$ cat src/common/csi2_vpg_pkg.sv
package csi2_vpg_pkg;

	localparam int PLD_WIDTH = 64;	// Payload beat, 8 bytes
	localparam int WC_WIDTH  = 16;	// Word count field
	localparam int VC_WIDTH  = 2;	// VC and VCX fields

	// CSI-2 data type codes
	typedef enum logic [5:0] {
		dt_fs     = 6'h00,	// Frame start
		dt_fe     = 6'h01,	// Frame end
		dt_ls     = 6'h02,	// Line start
		dt_le     = 6'h03,	// Line end
		dt_rgb888 = 6'h24,
		dt_raw8   = 6'h2a
	} vpg_dt_e;

	// Packet request kinds from the timing engine
	typedef enum logic [2:0] {
		req_fs,
		req_fe,
		req_ls,
		req_le,
		req_long
	} vpg_req_e;

	typedef enum logic {
		pat_ramp,	// Byte value steps by one
		pat_solid	// Whole line one value
	} vpg_pattern_e;

	// Short packets carry no payload, DT[5:2] is zero for them
	function automatic logic is_short_dt(input logic [5:0] dt);
		return (dt[5:2] == 4'd0);
	endfunction

endpackage

$ cat src/vpg/vpg_frame_timing.sv
`timescale 1ns/100ps

// Frame layout is vsa, vbp, active, vfp. vsa, active and vfp need at least one line,
// vbp may be empty
module vpg_frame_timing #(
	parameter int LINE_W = 10,
	parameter int TIME_W = 12
) (
	input  logic                   ppi_clk,
	input  logic                   ppi_clkrstz,
	input  logic                   vpg_en,
	input  logic [LINE_W-1:0]      vpg_vsa_lines,
	input  logic [LINE_W-1:0]      vpg_vbp_lines,
	input  logic [LINE_W-1:0]      vpg_vactive_lines,
	input  logic [LINE_W-1:0]      vpg_vfp_lines,
	input  logic [TIME_W-1:0]      vpg_hsa_time,
	input  logic [TIME_W-1:0]      vpg_hbp_time,
	input  logic [TIME_W-1:0]      vpg_hline_time,
	input  logic                   vpg_hsync_packet_en,
	output logic                   req,
	output csi2_vpg_pkg::vpg_req_e req_kind,
	output logic [LINE_W-1:0]      line_idx,
	output logic                   frame_done
);
	import csi2_vpg_pkg::*;

	typedef enum logic [2:0] {
		st_idle,
		st_vsa,
		st_vbp,
		st_active,
		st_vfp
	} state_e;

	state_e            state;
	state_e            next_region;
	logic [TIME_W-1:0] cyc_cnt;
	logic [LINE_W-1:0] line_cnt;
	logic [LINE_W-1:0] region_lines;
	logic              line_last_cyc;
	logic              region_last_line;
	logic [TIME_W:0]   long_pos;

	always_comb begin
		case (state)
			st_vsa:    region_lines = vpg_vsa_lines;
			st_vbp:    region_lines = vpg_vbp_lines;
			st_active: region_lines = vpg_vactive_lines;
			st_vfp:    region_lines = vpg_vfp_lines;
			default:   region_lines = '0;
		endcase
	end

	always_comb begin
		case (state)
			st_vsa:    next_region = (vpg_vbp_lines != '0) ? st_vbp : st_active;	// Skip empty vbp
			st_vbp:    next_region = st_active;
			st_active: next_region = st_vfp;
			default:   next_region = vpg_en ? st_vsa : st_idle;	// Stop after frame when disabled
		endcase
	end

	assign line_last_cyc    = (cyc_cnt == vpg_hline_time - 1'b1);
	assign region_last_line = (line_cnt == region_lines - 1'b1);
	assign long_pos         = {1'b0, vpg_hsa_time} + {1'b0, vpg_hbp_time};	// Long packet slot

	always_ff @(posedge ppi_clk or negedge ppi_clkrstz) begin
		if (!ppi_clkrstz) begin
			state    <= st_idle;
			cyc_cnt  <= '0;
			line_cnt <= '0;
		end else if (state == st_idle) begin
			cyc_cnt  <= '0;
			line_cnt <= '0;
			if (vpg_en)
				state <= st_vsa;
		end else if (line_last_cyc) begin
			cyc_cnt <= '0;
			if (region_last_line) begin
				line_cnt <= '0;
				state    <= next_region;
			end else begin
				line_cnt <= line_cnt + 1'b1;
			end
		end else begin
			cyc_cnt <= cyc_cnt + 1'b1;
		end
	end

	// Request decode from the line position
	always_comb begin
		req      = 1'b0;
		req_kind = req_long;
		if (state == st_vsa && line_cnt == '0 && cyc_cnt == '0) begin
			req      = 1'b1;
			req_kind = req_fs;
		end else if (state == st_vfp && line_cnt == '0 && cyc_cnt == '0) begin
			req      = 1'b1;
			req_kind = req_fe;
		end else if (state == st_active) begin
			if (vpg_hsync_packet_en && cyc_cnt == '0) begin
				req      = 1'b1;
				req_kind = req_ls;
			end else if ({1'b0, cyc_cnt} == long_pos) begin
				req      = 1'b1;
				req_kind = req_long;
			end else if (vpg_hsync_packet_en && line_last_cyc) begin
				req      = 1'b1;
				req_kind = req_le;
			end
		end
	end

	assign line_idx   = (state == st_active) ? line_cnt : '0;
	assign frame_done = (state == st_vfp) && region_last_line && line_last_cyc;	// Last vfp cycle

endmodule

$ cat src/vpg/vpg_packet_builder.sv
`timescale 1ns/100ps

module vpg_packet_builder #(
	parameter int LINE_W = 10
) (
	input  logic                                  ppi_clk,
	input  logic                                  ppi_clkrstz,
	input  logic                                  req,
	input  csi2_vpg_pkg::vpg_req_e                req_kind,
	input  logic [LINE_W-1:0]                     line_idx,
	input  logic                                  frame_done,
	input  logic                                  payload_pop,
	input  logic [csi2_vpg_pkg::WC_WIDTH-1:0]     vpg_pkt_size,
	input  csi2_vpg_pkg::vpg_dt_e                 vpg_dt,
	input  logic [csi2_vpg_pkg::VC_WIDTH-1:0]     vpg_vc,
	input  logic [csi2_vpg_pkg::VC_WIDTH-1:0]     vpg_vcx,
	input  csi2_vpg_pkg::vpg_pattern_e            vpg_pattern,
	input  logic                                  vpg_frame_num_mode,
	input  logic [csi2_vpg_pkg::WC_WIDTH-1:0]     vpg_max_frame_num,
	input  logic                                  vpg_line_num_mode,
	input  logic [csi2_vpg_pkg::WC_WIDTH-1:0]     vpg_start_line_num,
	input  logic [csi2_vpg_pkg::WC_WIDTH-1:0]     vpg_step_line_num,
	output logic                                  packet_req,
	output csi2_vpg_pkg::vpg_dt_e                 hdr_dt,
	output logic [csi2_vpg_pkg::VC_WIDTH-1:0]     hdr_vc,
	output logic [csi2_vpg_pkg::VC_WIDTH-1:0]     hdr_vcx,
	output logic [csi2_vpg_pkg::WC_WIDTH-1:0]     hdr_wc,
	output logic [csi2_vpg_pkg::PLD_WIDTH-1:0]    payload
);
	import csi2_vpg_pkg::*;

	localparam int BEAT_W = 5;	// Ramp repeats every 32 beats

	logic [WC_WIDTH-1:0] frame_cnt;
	logic [WC_WIDTH-1:0] frame_num;
	logic [WC_WIDTH-1:0] line_num;
	logic [BEAT_W-1:0]   beat_idx;
	logic [7:0]          line_byte;
	logic [7:0]          beat_base;

	assign packet_req = req;
	assign hdr_vc     = vpg_vc;
	assign hdr_vcx    = vpg_vcx;

	// Frame counter runs 1..max, advanced at the end of each frame
	always_ff @(posedge ppi_clk or negedge ppi_clkrstz) begin
		if (!ppi_clkrstz)
			frame_cnt <= WC_WIDTH'(1);
		else if (frame_done)
			frame_cnt <= (frame_cnt >= vpg_max_frame_num) ? WC_WIDTH'(1) : frame_cnt + 1'b1;
	end

	assign frame_num = vpg_frame_num_mode ? frame_cnt : '0;
	assign line_num  = vpg_line_num_mode ?
		vpg_start_line_num + vpg_step_line_num * WC_WIDTH'(line_idx) : '0;

	// Between requests the header rests on the long packet fields
	always_comb begin
		case (req_kind)
			req_fs: begin
				hdr_dt = dt_fs;
				hdr_wc = frame_num;
			end
			req_fe: begin
				hdr_dt = dt_fe;
				hdr_wc = frame_num;
			end
			req_ls: begin
				hdr_dt = dt_ls;
				hdr_wc = line_num;
			end
			req_le: begin
				hdr_dt = dt_le;
				hdr_wc = line_num;
			end
			default: begin
				hdr_dt = vpg_dt;
				hdr_wc = vpg_pkt_size;	// Byte count
			end
		endcase
	end

	always_ff @(posedge ppi_clk or negedge ppi_clkrstz) begin
		if (!ppi_clkrstz)
			beat_idx <= '0;
		else if (req && req_kind == req_long)
			beat_idx <= '0;	// Restart for new line
		else if (payload_pop)
			beat_idx <= beat_idx + 1'b1;
	end

	assign line_byte = 8'(line_idx);
	assign beat_base = line_byte + {beat_idx, 3'b000};	// line + 8i, mod 256

	always_comb begin
		for (int k = 0; k < PLD_WIDTH / 8; k++) begin
			if (vpg_pattern == pat_solid)
				payload[8*k +: 8] = line_byte;
			else
				payload[8*k +: 8] = beat_base + 8'(k);
		end
	end

endmodule

$ cat src/logic/vpg_idi.sv
`timescale 1ns/100ps

module vpg_idi (
	input  logic                                  ppi_clk,
	input  logic                                  ppi_clkrstz,
	input  logic                                  packet_req,
	input  csi2_vpg_pkg::vpg_dt_e                 hdr_dt,
	input  logic [csi2_vpg_pkg::VC_WIDTH-1:0]     hdr_vc,
	input  logic [csi2_vpg_pkg::VC_WIDTH-1:0]     hdr_vcx,
	input  logic [csi2_vpg_pkg::WC_WIDTH-1:0]     hdr_wc,
	input  logic [csi2_vpg_pkg::PLD_WIDTH-1:0]    payload,
	output logic                                  payload_pop,
	output logic                                  idi_header_en,
	output logic                                  idi_data_en,
	output logic [csi2_vpg_pkg::PLD_WIDTH-1:0]    idi_data,
	output logic [2:0]                            idi_byte_en,
	output logic [csi2_vpg_pkg::WC_WIDTH-1:0]     idi_word_count,
	output logic [csi2_vpg_pkg::VC_WIDTH-1:0]     idi_vc,
	output logic [csi2_vpg_pkg::VC_WIDTH-1:0]     idi_vcx,
	output logic [5:0]                            idi_dt
);
	import csi2_vpg_pkg::*;

	logic                long_req;
	logic [WC_WIDTH-1:0] rem_bytes;
	logic                data_active;
	logic                full_beat;
	logic                lock_vld;
	logic [VC_WIDTH-1:0] lock_vc;
	logic [VC_WIDTH-1:0] lock_vcx;
	logic [5:0]          lock_dt;

	assign long_req    = packet_req && !is_short_dt(hdr_dt);
	assign data_active = |rem_bytes;
	assign full_beat   = |rem_bytes[WC_WIDTH-1:3];	// 8 or more bytes left

	// Bytes still to send, 8 per beat
	always_ff @(posedge ppi_clk or negedge ppi_clkrstz) begin
		if (!ppi_clkrstz)
			rem_bytes <= '0;
		else if (long_req)
			rem_bytes <= hdr_wc;
		else if (full_beat)
			rem_bytes <= rem_bytes - WC_WIDTH'(8);
		else
			rem_bytes <= '0;	// Partial beat drains the rest
	end

	assign payload_pop    = data_active;
	assign idi_data_en    = data_active;
	assign idi_header_en  = packet_req | data_active;
	assign idi_data       = data_active ? payload : '0;
	assign idi_word_count = hdr_wc;

	always_comb begin
		if (full_beat)
			idi_byte_en = 3'd7;
		else if (data_active)
			idi_byte_en = rem_bytes[2:0] - 1'b1;	// Last valid byte index
		else
			idi_byte_en = 3'd0;
	end

	// Channel fields held until the final beat
	always_ff @(posedge ppi_clk or negedge ppi_clkrstz) begin
		if (!ppi_clkrstz) begin
			lock_vld <= 1'b0;
			lock_vc  <= '0;
			lock_vcx <= '0;
			lock_dt  <= '0;
		end else if (long_req) begin
			lock_vld <= 1'b1;
			lock_vc  <= hdr_vc;
			lock_vcx <= hdr_vcx;
			lock_dt  <= hdr_dt;
		end else if (rem_bytes <= WC_WIDTH'(8)) begin
			lock_vld <= 1'b0;
		end
	end

	assign idi_vc  = packet_req ? hdr_vc : (lock_vld ? lock_vc : '0);
	assign idi_vcx = packet_req ? hdr_vcx : (lock_vld ? lock_vcx : '0);
	assign idi_dt  = packet_req ? hdr_dt : (lock_vld ? lock_dt : 6'd0);

endmodule

$ cat src/logic/csi2_device_vpg_top.sv
`timescale 1ns/100ps

module csi2_device_vpg_top #(
	parameter int LINE_W = 10,
	parameter int TIME_W = 12
) (
	input  logic                                  ppi_clk,
	input  logic                                  ppi_clkrstz,
	input  logic                                  vpg_en,
	input  logic [LINE_W-1:0]                     vpg_vsa_lines,
	input  logic [LINE_W-1:0]                     vpg_vbp_lines,
	input  logic [LINE_W-1:0]                     vpg_vactive_lines,
	input  logic [LINE_W-1:0]                     vpg_vfp_lines,
	input  logic [TIME_W-1:0]                     vpg_hsa_time,
	input  logic [TIME_W-1:0]                     vpg_hbp_time,
	input  logic [TIME_W-1:0]                     vpg_hline_time,
	input  logic [csi2_vpg_pkg::WC_WIDTH-1:0]     vpg_pkt_size,
	input  csi2_vpg_pkg::vpg_dt_e                 vpg_dt,
	input  logic [csi2_vpg_pkg::VC_WIDTH-1:0]     vpg_vc,
	input  logic [csi2_vpg_pkg::VC_WIDTH-1:0]     vpg_vcx,
	input  csi2_vpg_pkg::vpg_pattern_e            vpg_pattern,
	input  logic                                  vpg_hsync_packet_en,
	input  logic                                  vpg_frame_num_mode,
	input  logic [csi2_vpg_pkg::WC_WIDTH-1:0]     vpg_max_frame_num,
	input  logic                                  vpg_line_num_mode,
	input  logic [csi2_vpg_pkg::WC_WIDTH-1:0]     vpg_start_line_num,
	input  logic [csi2_vpg_pkg::WC_WIDTH-1:0]     vpg_step_line_num,
	output logic                                  idi_header_en,
	output logic                                  idi_data_en,
	output logic [csi2_vpg_pkg::PLD_WIDTH-1:0]    idi_data,
	output logic [2:0]                            idi_byte_en,
	output logic [csi2_vpg_pkg::WC_WIDTH-1:0]     idi_word_count,
	output logic [csi2_vpg_pkg::VC_WIDTH-1:0]     idi_vc,
	output logic [csi2_vpg_pkg::VC_WIDTH-1:0]     idi_vcx,
	output logic [5:0]                            idi_dt
);
	import csi2_vpg_pkg::*;

	logic                 req;
	vpg_req_e             req_kind;
	logic [LINE_W-1:0]    line_idx;
	logic                 frame_done;
	logic                 payload_pop;
	logic                 packet_req;
	vpg_dt_e              hdr_dt;
	logic [VC_WIDTH-1:0]  hdr_vc;
	logic [VC_WIDTH-1:0]  hdr_vcx;
	logic [WC_WIDTH-1:0]  hdr_wc;
	logic [PLD_WIDTH-1:0] payload;

	vpg_frame_timing #(
		.LINE_W (LINE_W),
		.TIME_W (TIME_W)
	) u_frame_timing (
		.ppi_clk             (ppi_clk),
		.ppi_clkrstz         (ppi_clkrstz),
		.vpg_en              (vpg_en),
		.vpg_vsa_lines       (vpg_vsa_lines),
		.vpg_vbp_lines       (vpg_vbp_lines),
		.vpg_vactive_lines   (vpg_vactive_lines),
		.vpg_vfp_lines       (vpg_vfp_lines),
		.vpg_hsa_time        (vpg_hsa_time),
		.vpg_hbp_time        (vpg_hbp_time),
		.vpg_hline_time      (vpg_hline_time),
		.vpg_hsync_packet_en (vpg_hsync_packet_en),
		.req                 (req),
		.req_kind            (req_kind),
		.line_idx            (line_idx),
		.frame_done          (frame_done)
	);

	vpg_packet_builder #(
		.LINE_W (LINE_W)
	) u_packet_builder (
		.ppi_clk            (ppi_clk),
		.ppi_clkrstz        (ppi_clkrstz),
		.req                (req),
		.req_kind           (req_kind),
		.line_idx           (line_idx),
		.frame_done         (frame_done),
		.payload_pop        (payload_pop),
		.vpg_pkt_size       (vpg_pkt_size),
		.vpg_dt             (vpg_dt),
		.vpg_vc             (vpg_vc),
		.vpg_vcx            (vpg_vcx),
		.vpg_pattern        (vpg_pattern),
		.vpg_frame_num_mode (vpg_frame_num_mode),
		.vpg_max_frame_num  (vpg_max_frame_num),
		.vpg_line_num_mode  (vpg_line_num_mode),
		.vpg_start_line_num (vpg_start_line_num),
		.vpg_step_line_num  (vpg_step_line_num),
		.packet_req         (packet_req),
		.hdr_dt             (hdr_dt),
		.hdr_vc             (hdr_vc),
		.hdr_vcx            (hdr_vcx),
		.hdr_wc             (hdr_wc),
		.payload            (payload)
	);

	vpg_idi u_idi (
		.ppi_clk        (ppi_clk),
		.ppi_clkrstz    (ppi_clkrstz),
		.packet_req     (packet_req),
		.hdr_dt         (hdr_dt),
		.hdr_vc         (hdr_vc),
		.hdr_vcx        (hdr_vcx),
		.hdr_wc         (hdr_wc),
		.payload        (payload),
		.payload_pop    (payload_pop),
		.idi_header_en  (idi_header_en),
		.idi_data_en    (idi_data_en),
		.idi_data       (idi_data),
		.idi_byte_en    (idi_byte_en),
		.idi_word_count (idi_word_count),
		.idi_vc         (idi_vc),
		.idi_vcx        (idi_vcx),
		.idi_dt         (idi_dt)
	);

endmodule

$ cat config.mk
export PLATFORM = sky130hd
export DESIGN_NAME = csi2_device_vpg_top
export DESIGN_NICKNAME = d
export VERILOG_FILES = /design/src/common/csi2_vpg_pkg.sv /design/src/vpg/vpg_frame_timing.sv /design/src/vpg/vpg_packet_builder.sv /design/src/logic/vpg_idi.sv /design/src/logic/csi2_device_vpg_top.sv
export SDC_FILE = /design/constraint.sdc
export NUM_CORES = 1
export LEC_CHECK = 0
export ABC_AREA = 1
export BUFFER_PORTS_ARGS = -buffer_cell sky130_fd_sc_hd__buf_2
export CORE_MARGIN = 8
export CORE_UTILIZATION = 45
export CTS_CLUSTER_DIAMETER = 120
export DETAILED_ROUTE_END_ITERATION = 10
export HOLD_SLACK_MARGIN = 0.02
export PLACE_DENSITY = 0.67
export SETUP_SLACK_MARGIN = 0.4
export SLEW_MARGIN = 20
export SYNTH_ARGS = -nofsm -noshare
export SYNTH_HDL_FRONTEND = slang
export SYNTH_HIERARCHICAL = 1
export SYNTH_SLANG_ARGS = --single-unit
$ cat constraint.sdc
create_clock -name ppi_clk -period 23.3 [get_ports ppi_clk]
set_input_delay 5.825 -clock ppi_clk [delete_from_list [all_inputs] [get_ports ppi_clk]]
set_output_delay 5.825 -clock ppi_clk [all_outputs]
set_load 0.05 [all_outputs]
Word-level counts from Yosys, hierarchy flattened. Index checks and enable logic that the tools add are counted.

Bits in registers: 73. Output and inout bits: 95. Word-level logic and storage cells: 124.

$add $sub $neg: 18. Multipliers: 1. Order comparisons: 2. Equal/unequal tests: 12. Multiplexer cells: 54. Bitwise operators: 1. Reduce and logical (&&, ||, !) cells: 26.

Operators with widths (count): $mux W16 (5); $mux W64 (1); $mux W8 (8); $mux W10 (4); $pmux W10 S4 (1); $mux W3 (12); $add A8 B3 Y8 const B (4); $pmux W16 S2 (1); $mux W12 (2); $pmux W6 S4 (1); $add A16 B1 Y16 const B (1); $add A16 B16 Y16 (1); $add A8 B2 Y8 const B (2); $ge A16 B16 Y1 (1); $le A16 B4 Y1 const B (1); $mul A16 B10 Y16 (1); $reduce_or A16 Y1 (1); $sub A16 B4 Y16 const B (1); $add A12 B12 Y13 (1); $eq A12 B13 Y1 (1); $reduce_or A13 Y1 (1); $add A12 B1 Y12 const B (1); $eq A12 B12 Y1 (1); $eq A3 B2 Y1 const B (4); other kinds (27) (57).

Depth between registers and ports, before layout. Gate-level depths: netlist of run 1.

Depth after elaboration: 15. Mapped depth: 34. Depth with buffers taken out: 31.

By module. The synthesis of run 1 kept the hierarchy.

By module, submodules not included: vpg_packet_builder (times used 1, cells an instance 1067, area each 7033.0 sq um, sequential area each 526.8 sq um); vpg_frame_timing (times used 1, cells an instance 564, area each 3368.2 sq um, sequential area each 625.6 sq um); vpg_idi (times used 1, cells an instance 365, area each 2169.6 sq um, sequential area each 675.6 sq um).

Worst setup path after synthesis of run 1. No wires, ideal clock.

Path type: input -> output. Start point: input port vpg_step_line_num[5] in the netlist's numbering. End point: output port idi_word_count[13] in the netlist's numbering. Arrival time: 10.296 ns. Required time: 17.475 ns. Setup slack: 7.179 ns. Stages on the path: 23. Buffers on the path: 2. Cells stage by stage: clkbuf_1 -> nand2_1 -> fa_1 -> inv_1 -> fa_1 -> inv_1 -> fa_1 -> inv_1 -> fa_1 -> inv_1 -> fa_1 -> inv_1 -> ha_1 -> inv_1 -> nor3_1 -> nand3_1 -> nand3_1 -> nand2_1 -> nand2_1 -> a21oi_1 -> o21ai_0 -> nand3_1 -> buf_4.

Longest elaborated chain between the ends: 4.

RTL lines: from (decl) (RTL line csi2_device_vpg_top.sv:27) `input logic [csi2_vpg_pkg::WC_WIDTH-1:0] vpg_step_line_num,`; $mul A16 B10 Y16 (RTL line vpg_packet_builder.sv:55) `vpg_start_line_num + vpg_step_line_num * WC_WIDTH'(line_idx) : '0;`; $add A16 B16 Y16 (RTL line vpg_packet_builder.sv:55); $mux W16 (RTL line vpg_packet_builder.sv:54) `assign line_num = vpg_line_num_mode ?`; $pmux W16 S2 (RTL line vpg_packet_builder.sv:59) `case (req_kind)`; to (decl) (RTL line csi2_device_vpg_top.sv:32) `output logic [csi2_vpg_pkg::WC_WIDTH-1:0] idi_word_count,`.

Every way passes these cells.

Worst setup path in the final report of run 1.
Start point: input port vpg_step_line_num[4] in the netlist's numbering. End point: output port idi_word_count[14] in the netlist's numbering.

The elaborated chain is that of the path after synthesis.

==> results of run 1 <==
## routing by layer
metal	vias up	GRT usage (%)	share of wire, %
li1	6404	-	-
met1	5885	29.5	45
met2	431	36.8	47
met3	35	4.53	7.3
met4	0	4.78	1.3
met5	-	0	0
## flip-flops by register name (all words and copies together), names as in the netlist
signal	count
u_idi/lock_vcx	2
u_packet_builder/frame_cnt	16
u_idi/lock_vld	1
u_idi/lock_vc	2
u_packet_builder/beat_idx	5
u_frame_timing/line_cnt	10
u_idi/rem_bytes	16
u_frame_timing/state	3
u_frame_timing/cyc_cnt	12
u_idi/lock_dt	6
## report_power, final
part	internal [uW]	switching [uW]
logic	220	566
registers	161	35.2
clock network	87.1	59.8
## placed cells by master, fill, tap and decap left out, types with 17 or more instances in the layout
cell	n
nand4_1	24
nor3_1	23
buf_2	250
inv_1	435
o21ai_0	87
ha_1	86
nor2_1	218
xor2_1	44
nand2_1	522
dfrtp_1	72
xnor2_1	17
o211ai_1	19
a21oi_1	54
fa_1	86
nor2_2	17
nand3_1	116
## final timing paths
kind                                                          start                                endpoint  slack (ps)  cells past startpoint
min in group asynchronous                               ppi_clkrstz           u_idi/lock_vcx[1]$_DFFE_PN0P_        5620                      1
worst min register to register         u_idi/rem_bytes[3]$_DFF_PN0_            u_idi/rem_bytes[3]$_DFF_PN0_         470                      1
max in group asynchronous                               ppi_clkrstz  u_frame_timing/line_cnt[9]$_DFFE_PN0P_       17030                      1
worst max register to register  u_frame_timing/state[0]$_DFFE_PN0P_           u_idi/rem_bytes[14]$_DFF_PN0_       16720                     20
worst max-delay path                           vpg_step_line_num[4]                      idi_word_count[14]        6740                     21
worst min-delay path                   u_idi/rem_bytes[3]$_DFF_PN0_            u_idi/rem_bytes[3]$_DFF_PN0_         470                      1
## cell type report
class	instances	area (sq um)	share of cell area (%)
sequential	73	1830	12.9
clock buffer	10	239	1.68
inverter	446	1680	11.8
tap	378	473	3.33
antenna	1	2.50	0.0176
clock inverter	6	72.6	0.511
timing repair buffer	261	1330	9.40
multi-input combinational	1389	8570	60.4
## synthesized netlist by cell type, drive strengths merged (3+ instances only)
library cell	count	area (sq um)
nand4	24	150
nand2	530	2010
buf	64	439
xnor2	17	149
nand3b	5	37.5
xor2	44	385
or2	6	37.5
fa	86	1720
o22ai	4	25.0
o221ai	3	26.3
ha	86	1080
dfrtp	72	1800
o211ai	19	143
o21ai	91	474
nand3	121	631
mux2i	5	50.1
nor3	27	161
nor2	242	996
nor4	6	50.0
inv	444	1670
a21oi	54	270
a31oi	6	37.5
clkbuf	24	90.1
## stage by stage
step	hold WS (ps)	area, sq um
after detailed placement	467	13900
after global placement	465	13900
after global routing	527	14200
after CTS	480	14200
after floorplan	437	12600
final	471	14200
## cells by family after synthesis
kind of cell    count (synthesis)  share of synthesized area [%]
compound gates                189                           8.51
xor+xnor                       61                           4.25
fa+ha+maj                     172                           22.3
buf+inv                       534                           17.5
flops                          73                           14.5
mux                             5                          0.398
simple gates                  962                           32.5
==> flow_metrics.env, run 1 <==
export IMPL_hold_viol=0
export IMPL_worst_ep_required_time_ps=17480
export IMPL_cts_resized=0
export IMPL_ys_types=49
export IMPL_power_leakage_uw=0.00813
export IMPL_core_area_sq_mm=0.0276
export IMPL_ys_flop_type="dfrtp_1"
export IMPL_crit_chain="buf_2, nand2_1, inv_1, fa_1, inv_1, fa_1, inv_1, fa_1, fa_1, inv_1, fa_1, inv_1, ha_1, nand2_1, a21oi_1, a211oi_1, nand3_1, a21oi_1, o21ai_0, o211ai_1, buf_2"
export IMPL_critPathSlowestCell="fa_1"
export IMPL_grt_pass1_vias=12500
export IMPL_place_inst=2547
export IMPL_first_pass_iters=6
export IMPL_finalSetupViolCount=0
export IMPL_first_iter_violations=1002
export IMPL_ir_drop_mv=0.103
export IMPL_wire_per_inst_um=14.5
export IMPL_instances_no_fill=2564
export IMPL_die_height_um=183
export IMPL_syn_cell_area_sq_mm=0.0126
export IMPL_io_pins=252
export IMPL_drc=0
export IMPL_final_nets=2509
export IMPL_finalPower_uw=1130
export IMPL_critPathTopFamily="adder cells"
export IMPL_place_gp_congestion=0.933
export IMPL_fin_skew_ps=11.9
export IMPL_postCtsHoldBufs=0
export IMPL_syn_inst=1996
export IMPL_design_die_area_sq_mm=0.0335
export IMPL_post_place_ws_ps=6750
export IMPL_portBuffers=251
export IMPL_grt_pass1_wl_um=61300
export IMPL_ant_nets=0
export IMPL_cts_root_buffer="clkbuf_16"
export IMPL_post_route_min_period_ps=16560
export IMPL_synth_avg_cell_area_sq_um=6.30
export IMPL_tightestPinTransition_ps=1040
export IMPL_crit_type="in -> out"
export IMPL_worst_slack_ps=6740
export IMPL_max_slew_margin_rel_pct=30.3
export IMPL_fp_dieW_um=183
export IMPL_powerDensity_mw_per_mm2=79.5
export IMPL_overflow=0
export IMPL_cts_buffer_depth=2
export IMPL_drive_above_1_share_pct=15.6
export IMPL_startpoint_type="primary input"
export IMPL_vias=12800
export IMPL_antenna_found_initial=1
export IMPL_tns_ps=0
export IMPL_clkTransAtPathRegs_ps=60
export IMPL_max_freq_ghz=0.0604
export IMPL_rows=61
export IMPL_yosys_warnings=6
export IMPL_clock_latency_ps=340
export IMPL_via_per_inst=4.97
export IMPL_ys_seq_area_share_pct=14.5
export IMPL_cts_setup_buffers=0
export IMPL_rsz0062_at_grt="false"
export IMPL_cpPeakStageDelay_ps=590
export IMPL_min_path_type="reg -> reg"
export IMPL_drv_cap=0
export IMPL_final_util_pct=51.4
export IMPL_cts_buffers=9
export IMPL_path_buf_inv=7
export IMPL_grtUsageTotal_pct=22.2
export IMPL_initial_utilization_pct=45.5
export IMPL_n_fill_cell=2846
export IMPL_slew_viol_final=0
export IMPL_cts_tree="built"
export IMPL_drt_total_wl_um=37200
export IMPL_cp_arrival_ps=10740
export IMPL_syn_nets=2325
export IMPL_ys_ff_latch=73
export IMPL_hpwl_um=30700
export IMPL_grt_start_max_net_pins=74
export IMPL_clock_sinks=73
export IMPL_synth_edff_count=0
export IMPL_period_share_pct=71.1
export IMPL_synthToLayoutAreaGrowth_pct=12.9
export IMPL_async_flop_share_pct=100
export IMPL_htree_levels=3
export IMPL_end_kind="primary output"
export IMPL_outcome="completed"
export IMPL_path_max_fanout=10
No activity file was read; power rests on OpenSTA's default activity.
==> run 2, diff against run 1 <==
==> constraint.sdc (replaced) <==
create_clock -name ppi_clk -period 16.2 [get_ports ppi_clk]
set_input_delay 4.05 -clock ppi_clk [delete_from_list [all_inputs] [get_ports ppi_clk]]
set_output_delay 4.05 -clock ppi_clk [all_outputs]
set_load 0.05 [all_outputs]
==> flow_metrics.env, run 2 (synthesized netlist as in run 1, its figures left out) <==
export IMPL_first_iter_violations=1055
export IMPL_crit_path_end="idi_word_count[13]"
export IMPL_critPathSlowestCell="fa_1"
export IMPL_antenna_found_initial=1
export IMPL_period_share_pct=80.6
export IMPL_post_route_min_period_ps=13050
export IMPL_portBuffers=251
export IMPL_final_nets=2509
export IMPL_ant_nets=0
export IMPL_hold_start="u_idi/rem_bytes[3]$_DFF_PN0_"
export IMPL_crit_top_cell="inv_1"
export IMPL_wire_per_inst_um=14.5
export IMPL_postCtsHoldBufs=0
export IMPL_max_freq_ghz=0.0766
export IMPL_cts_setup_buffers=0
export IMPL_cts_buffers=9
export IMPL_grtUsageTotal_pct=22.0
export IMPL_min_path_type="reg -> reg"
export IMPL_overflow=0
export IMPL_die_height_um=183
export IMPL_synthToLayoutAreaGrowth_pct=12.9
export IMPL_startpoint_type="primary input"
export IMPL_power_leakage_uw=0.00813
export IMPL_grt_start_max_net_pins=74
export IMPL_via_per_inst=4.98
export IMPL_end_kind="primary output"
export IMPL_fp_dieW_um=183
export IMPL_fin_skew_ps=8.75
export IMPL_cpPeakStageDelay_ps=560
export IMPL_cts_resized=0
export IMPL_htree_levels=3
export IMPL_clock_sinks=73
export IMPL_drc=0
export IMPL_multiInputGateArea_sq_mm=0.00857
export IMPL_crit_type="in -> out"
export IMPL_initial_utilization_pct=45.5
export IMPL_hold_depth=1
export IMPL_n_fill_cell=2893
export IMPL_powerDensity_mw_per_mm2=114
export IMPL_drv_cap=0
export IMPL_place_inst=2547
export IMPL_final_common_cell="nand2_1"
export IMPL_rsz0062_at_grt="false"
export IMPL_crit_chain="buf_2, nand2_1, fa_1, inv_1, fa_1, inv_1, fa_1, inv_1, fa_1, inv_1, fa_1, inv_1, ha_1, inv_1, o21ai_0, a31oi_1, nand3_1, nand2_1, nand2_1, a21oi_1, o21ai_0, nand3_1, buf_2"
export IMPL_drive_above_1_share_pct=15.6
export IMPL_setup_worst_path_start="vpg_step_line_num[5]"
export IMPL_path_max_fanout=10
export IMPL_clkTransAtPathRegs_ps=70
export IMPL_place_gp_congestion=0.934
export IMPL_max_slew_margin_rel_pct=28.7
export IMPL_tightestPinTransition_ps=1060
export IMPL_first_pass_iters=5
export IMPL_io_pins=252
export IMPL_cts_buffer_depth=2
export IMPL_cp_arrival_ps=9000
export IMPL_worst_ep_required_time_ps=12150
export IMPL_hold_viol=0
export IMPL_drt_total_wl_um=37200
export IMPL_regArea_sq_mm=0.00183
export IMPL_clock_latency_ps=340
export IMPL_grt_pass1_vias=12400
export IMPL_largest_registers="u_idi/rem_bytes x16, u_packet_builder/frame_cnt x16, u_frame_timing/cyc_cnt x12"
export IMPL_mostFrequentLayoutCells="nand2_1 (522), inv_1 (435), buf_2 (250)"
export IMPL_cts_root_buffer="clkbuf_16"
export IMPL_vias=12800
export IMPL_cts_tree="built"
export IMPL_rows=61
export IMPL_ir_drop_mv=0.150
export IMPL_core_area_sq_mm=0.0276
export IMPL_hpwl_um=30800
export IMPL_finalSetupViolCount=0
export IMPL_grt_pass1_wl_um=60800
export IMPL_design_die_area_sq_mm=0.0335
export IMPL_instances_no_fill=2564
export IMPL_rrSetupSlack_ps=9570
export IMPL_r2r_worst_path_cells=18
export IMPL_slew_viol_final=0
export IMPL_rr_endpoint="u_idi/rem_bytes[11]$_DFF_PN0_"
export IMPL_tns_ps=0
export IMPL_r2r_start="u_frame_timing/state[0]$_DFFE_PN0P_"
export IMPL_outcome="completed"
run 2: cell type report:
class / instances / share of cell area [%]
diodes: 1 / 0.0176
well taps: 378 / 3.33
clock inverters: 6 / 0.511
inverters: 446 / 11.8
repair buffers: 261 / 9.40
flip-flops and latches: 73 / 12.9
clock buffers: 10 / 1.68
multi-input cells: 1389 / 60.4
run 2: metrics by stage:
stage                     hold WS, ps  setup WS, ps  power, uW  util (%)  cell area (sq um)
after floorplan                   437          3630       1170         -              12600
after global placement            465          3240       1390      50.2              13900
after detailed placement          465          3170       1410      50.2              13900
after CTS                         478          3120       1630      51.3              14200
final                             476          3150       1620      51.4              14200
after global routing              526          2810       1770      51.4              14200
run 2: per-layer routing:
metal	GRT usage, %	vias to the layer above	share of wire, %
li1	-	6393	-
met1	29.3	5941	45
met2	36.7	412	47
met3	4.17	25	7.2
met4	4.65	0	1.3
met5	0	-	0
run 2: worst min path at each step:
| stage | slack (ps) | to |
|---|---|---|
| after floorplan | 440 | u_idi/rem_bytes[3]$_DFF_PN0_ |
| after global placement | 470 | u_idi/rem_bytes[3]$_DFF_PN0_ |
| after detailed placement | 460 | u_idi/rem_bytes[3]$_DFF_PN0_ |
| after CTS | 480 | u_idi/rem_bytes[3]$_DFF_PN0_ |
| after global routing | 530 | u_idi/rem_bytes[3]$_DFF_PN0_ |
| final | 480 | u_idi/rem_bytes[3]$_DFF_PN0_ |
run 2: where the power goes:
part           internal, uW  leakage [uW]  switching, uW
registers               232      0.000925           51.3
clock network           125      0.000150           86.2
logic                   316       0.00705            814
run 2: critical path, delay by kind of cell:
kind,cells,cell delay [ps]
compound gates,4,540
fa+ha+maj,6,2920
buf+inv,8,880
simple gates,5,580
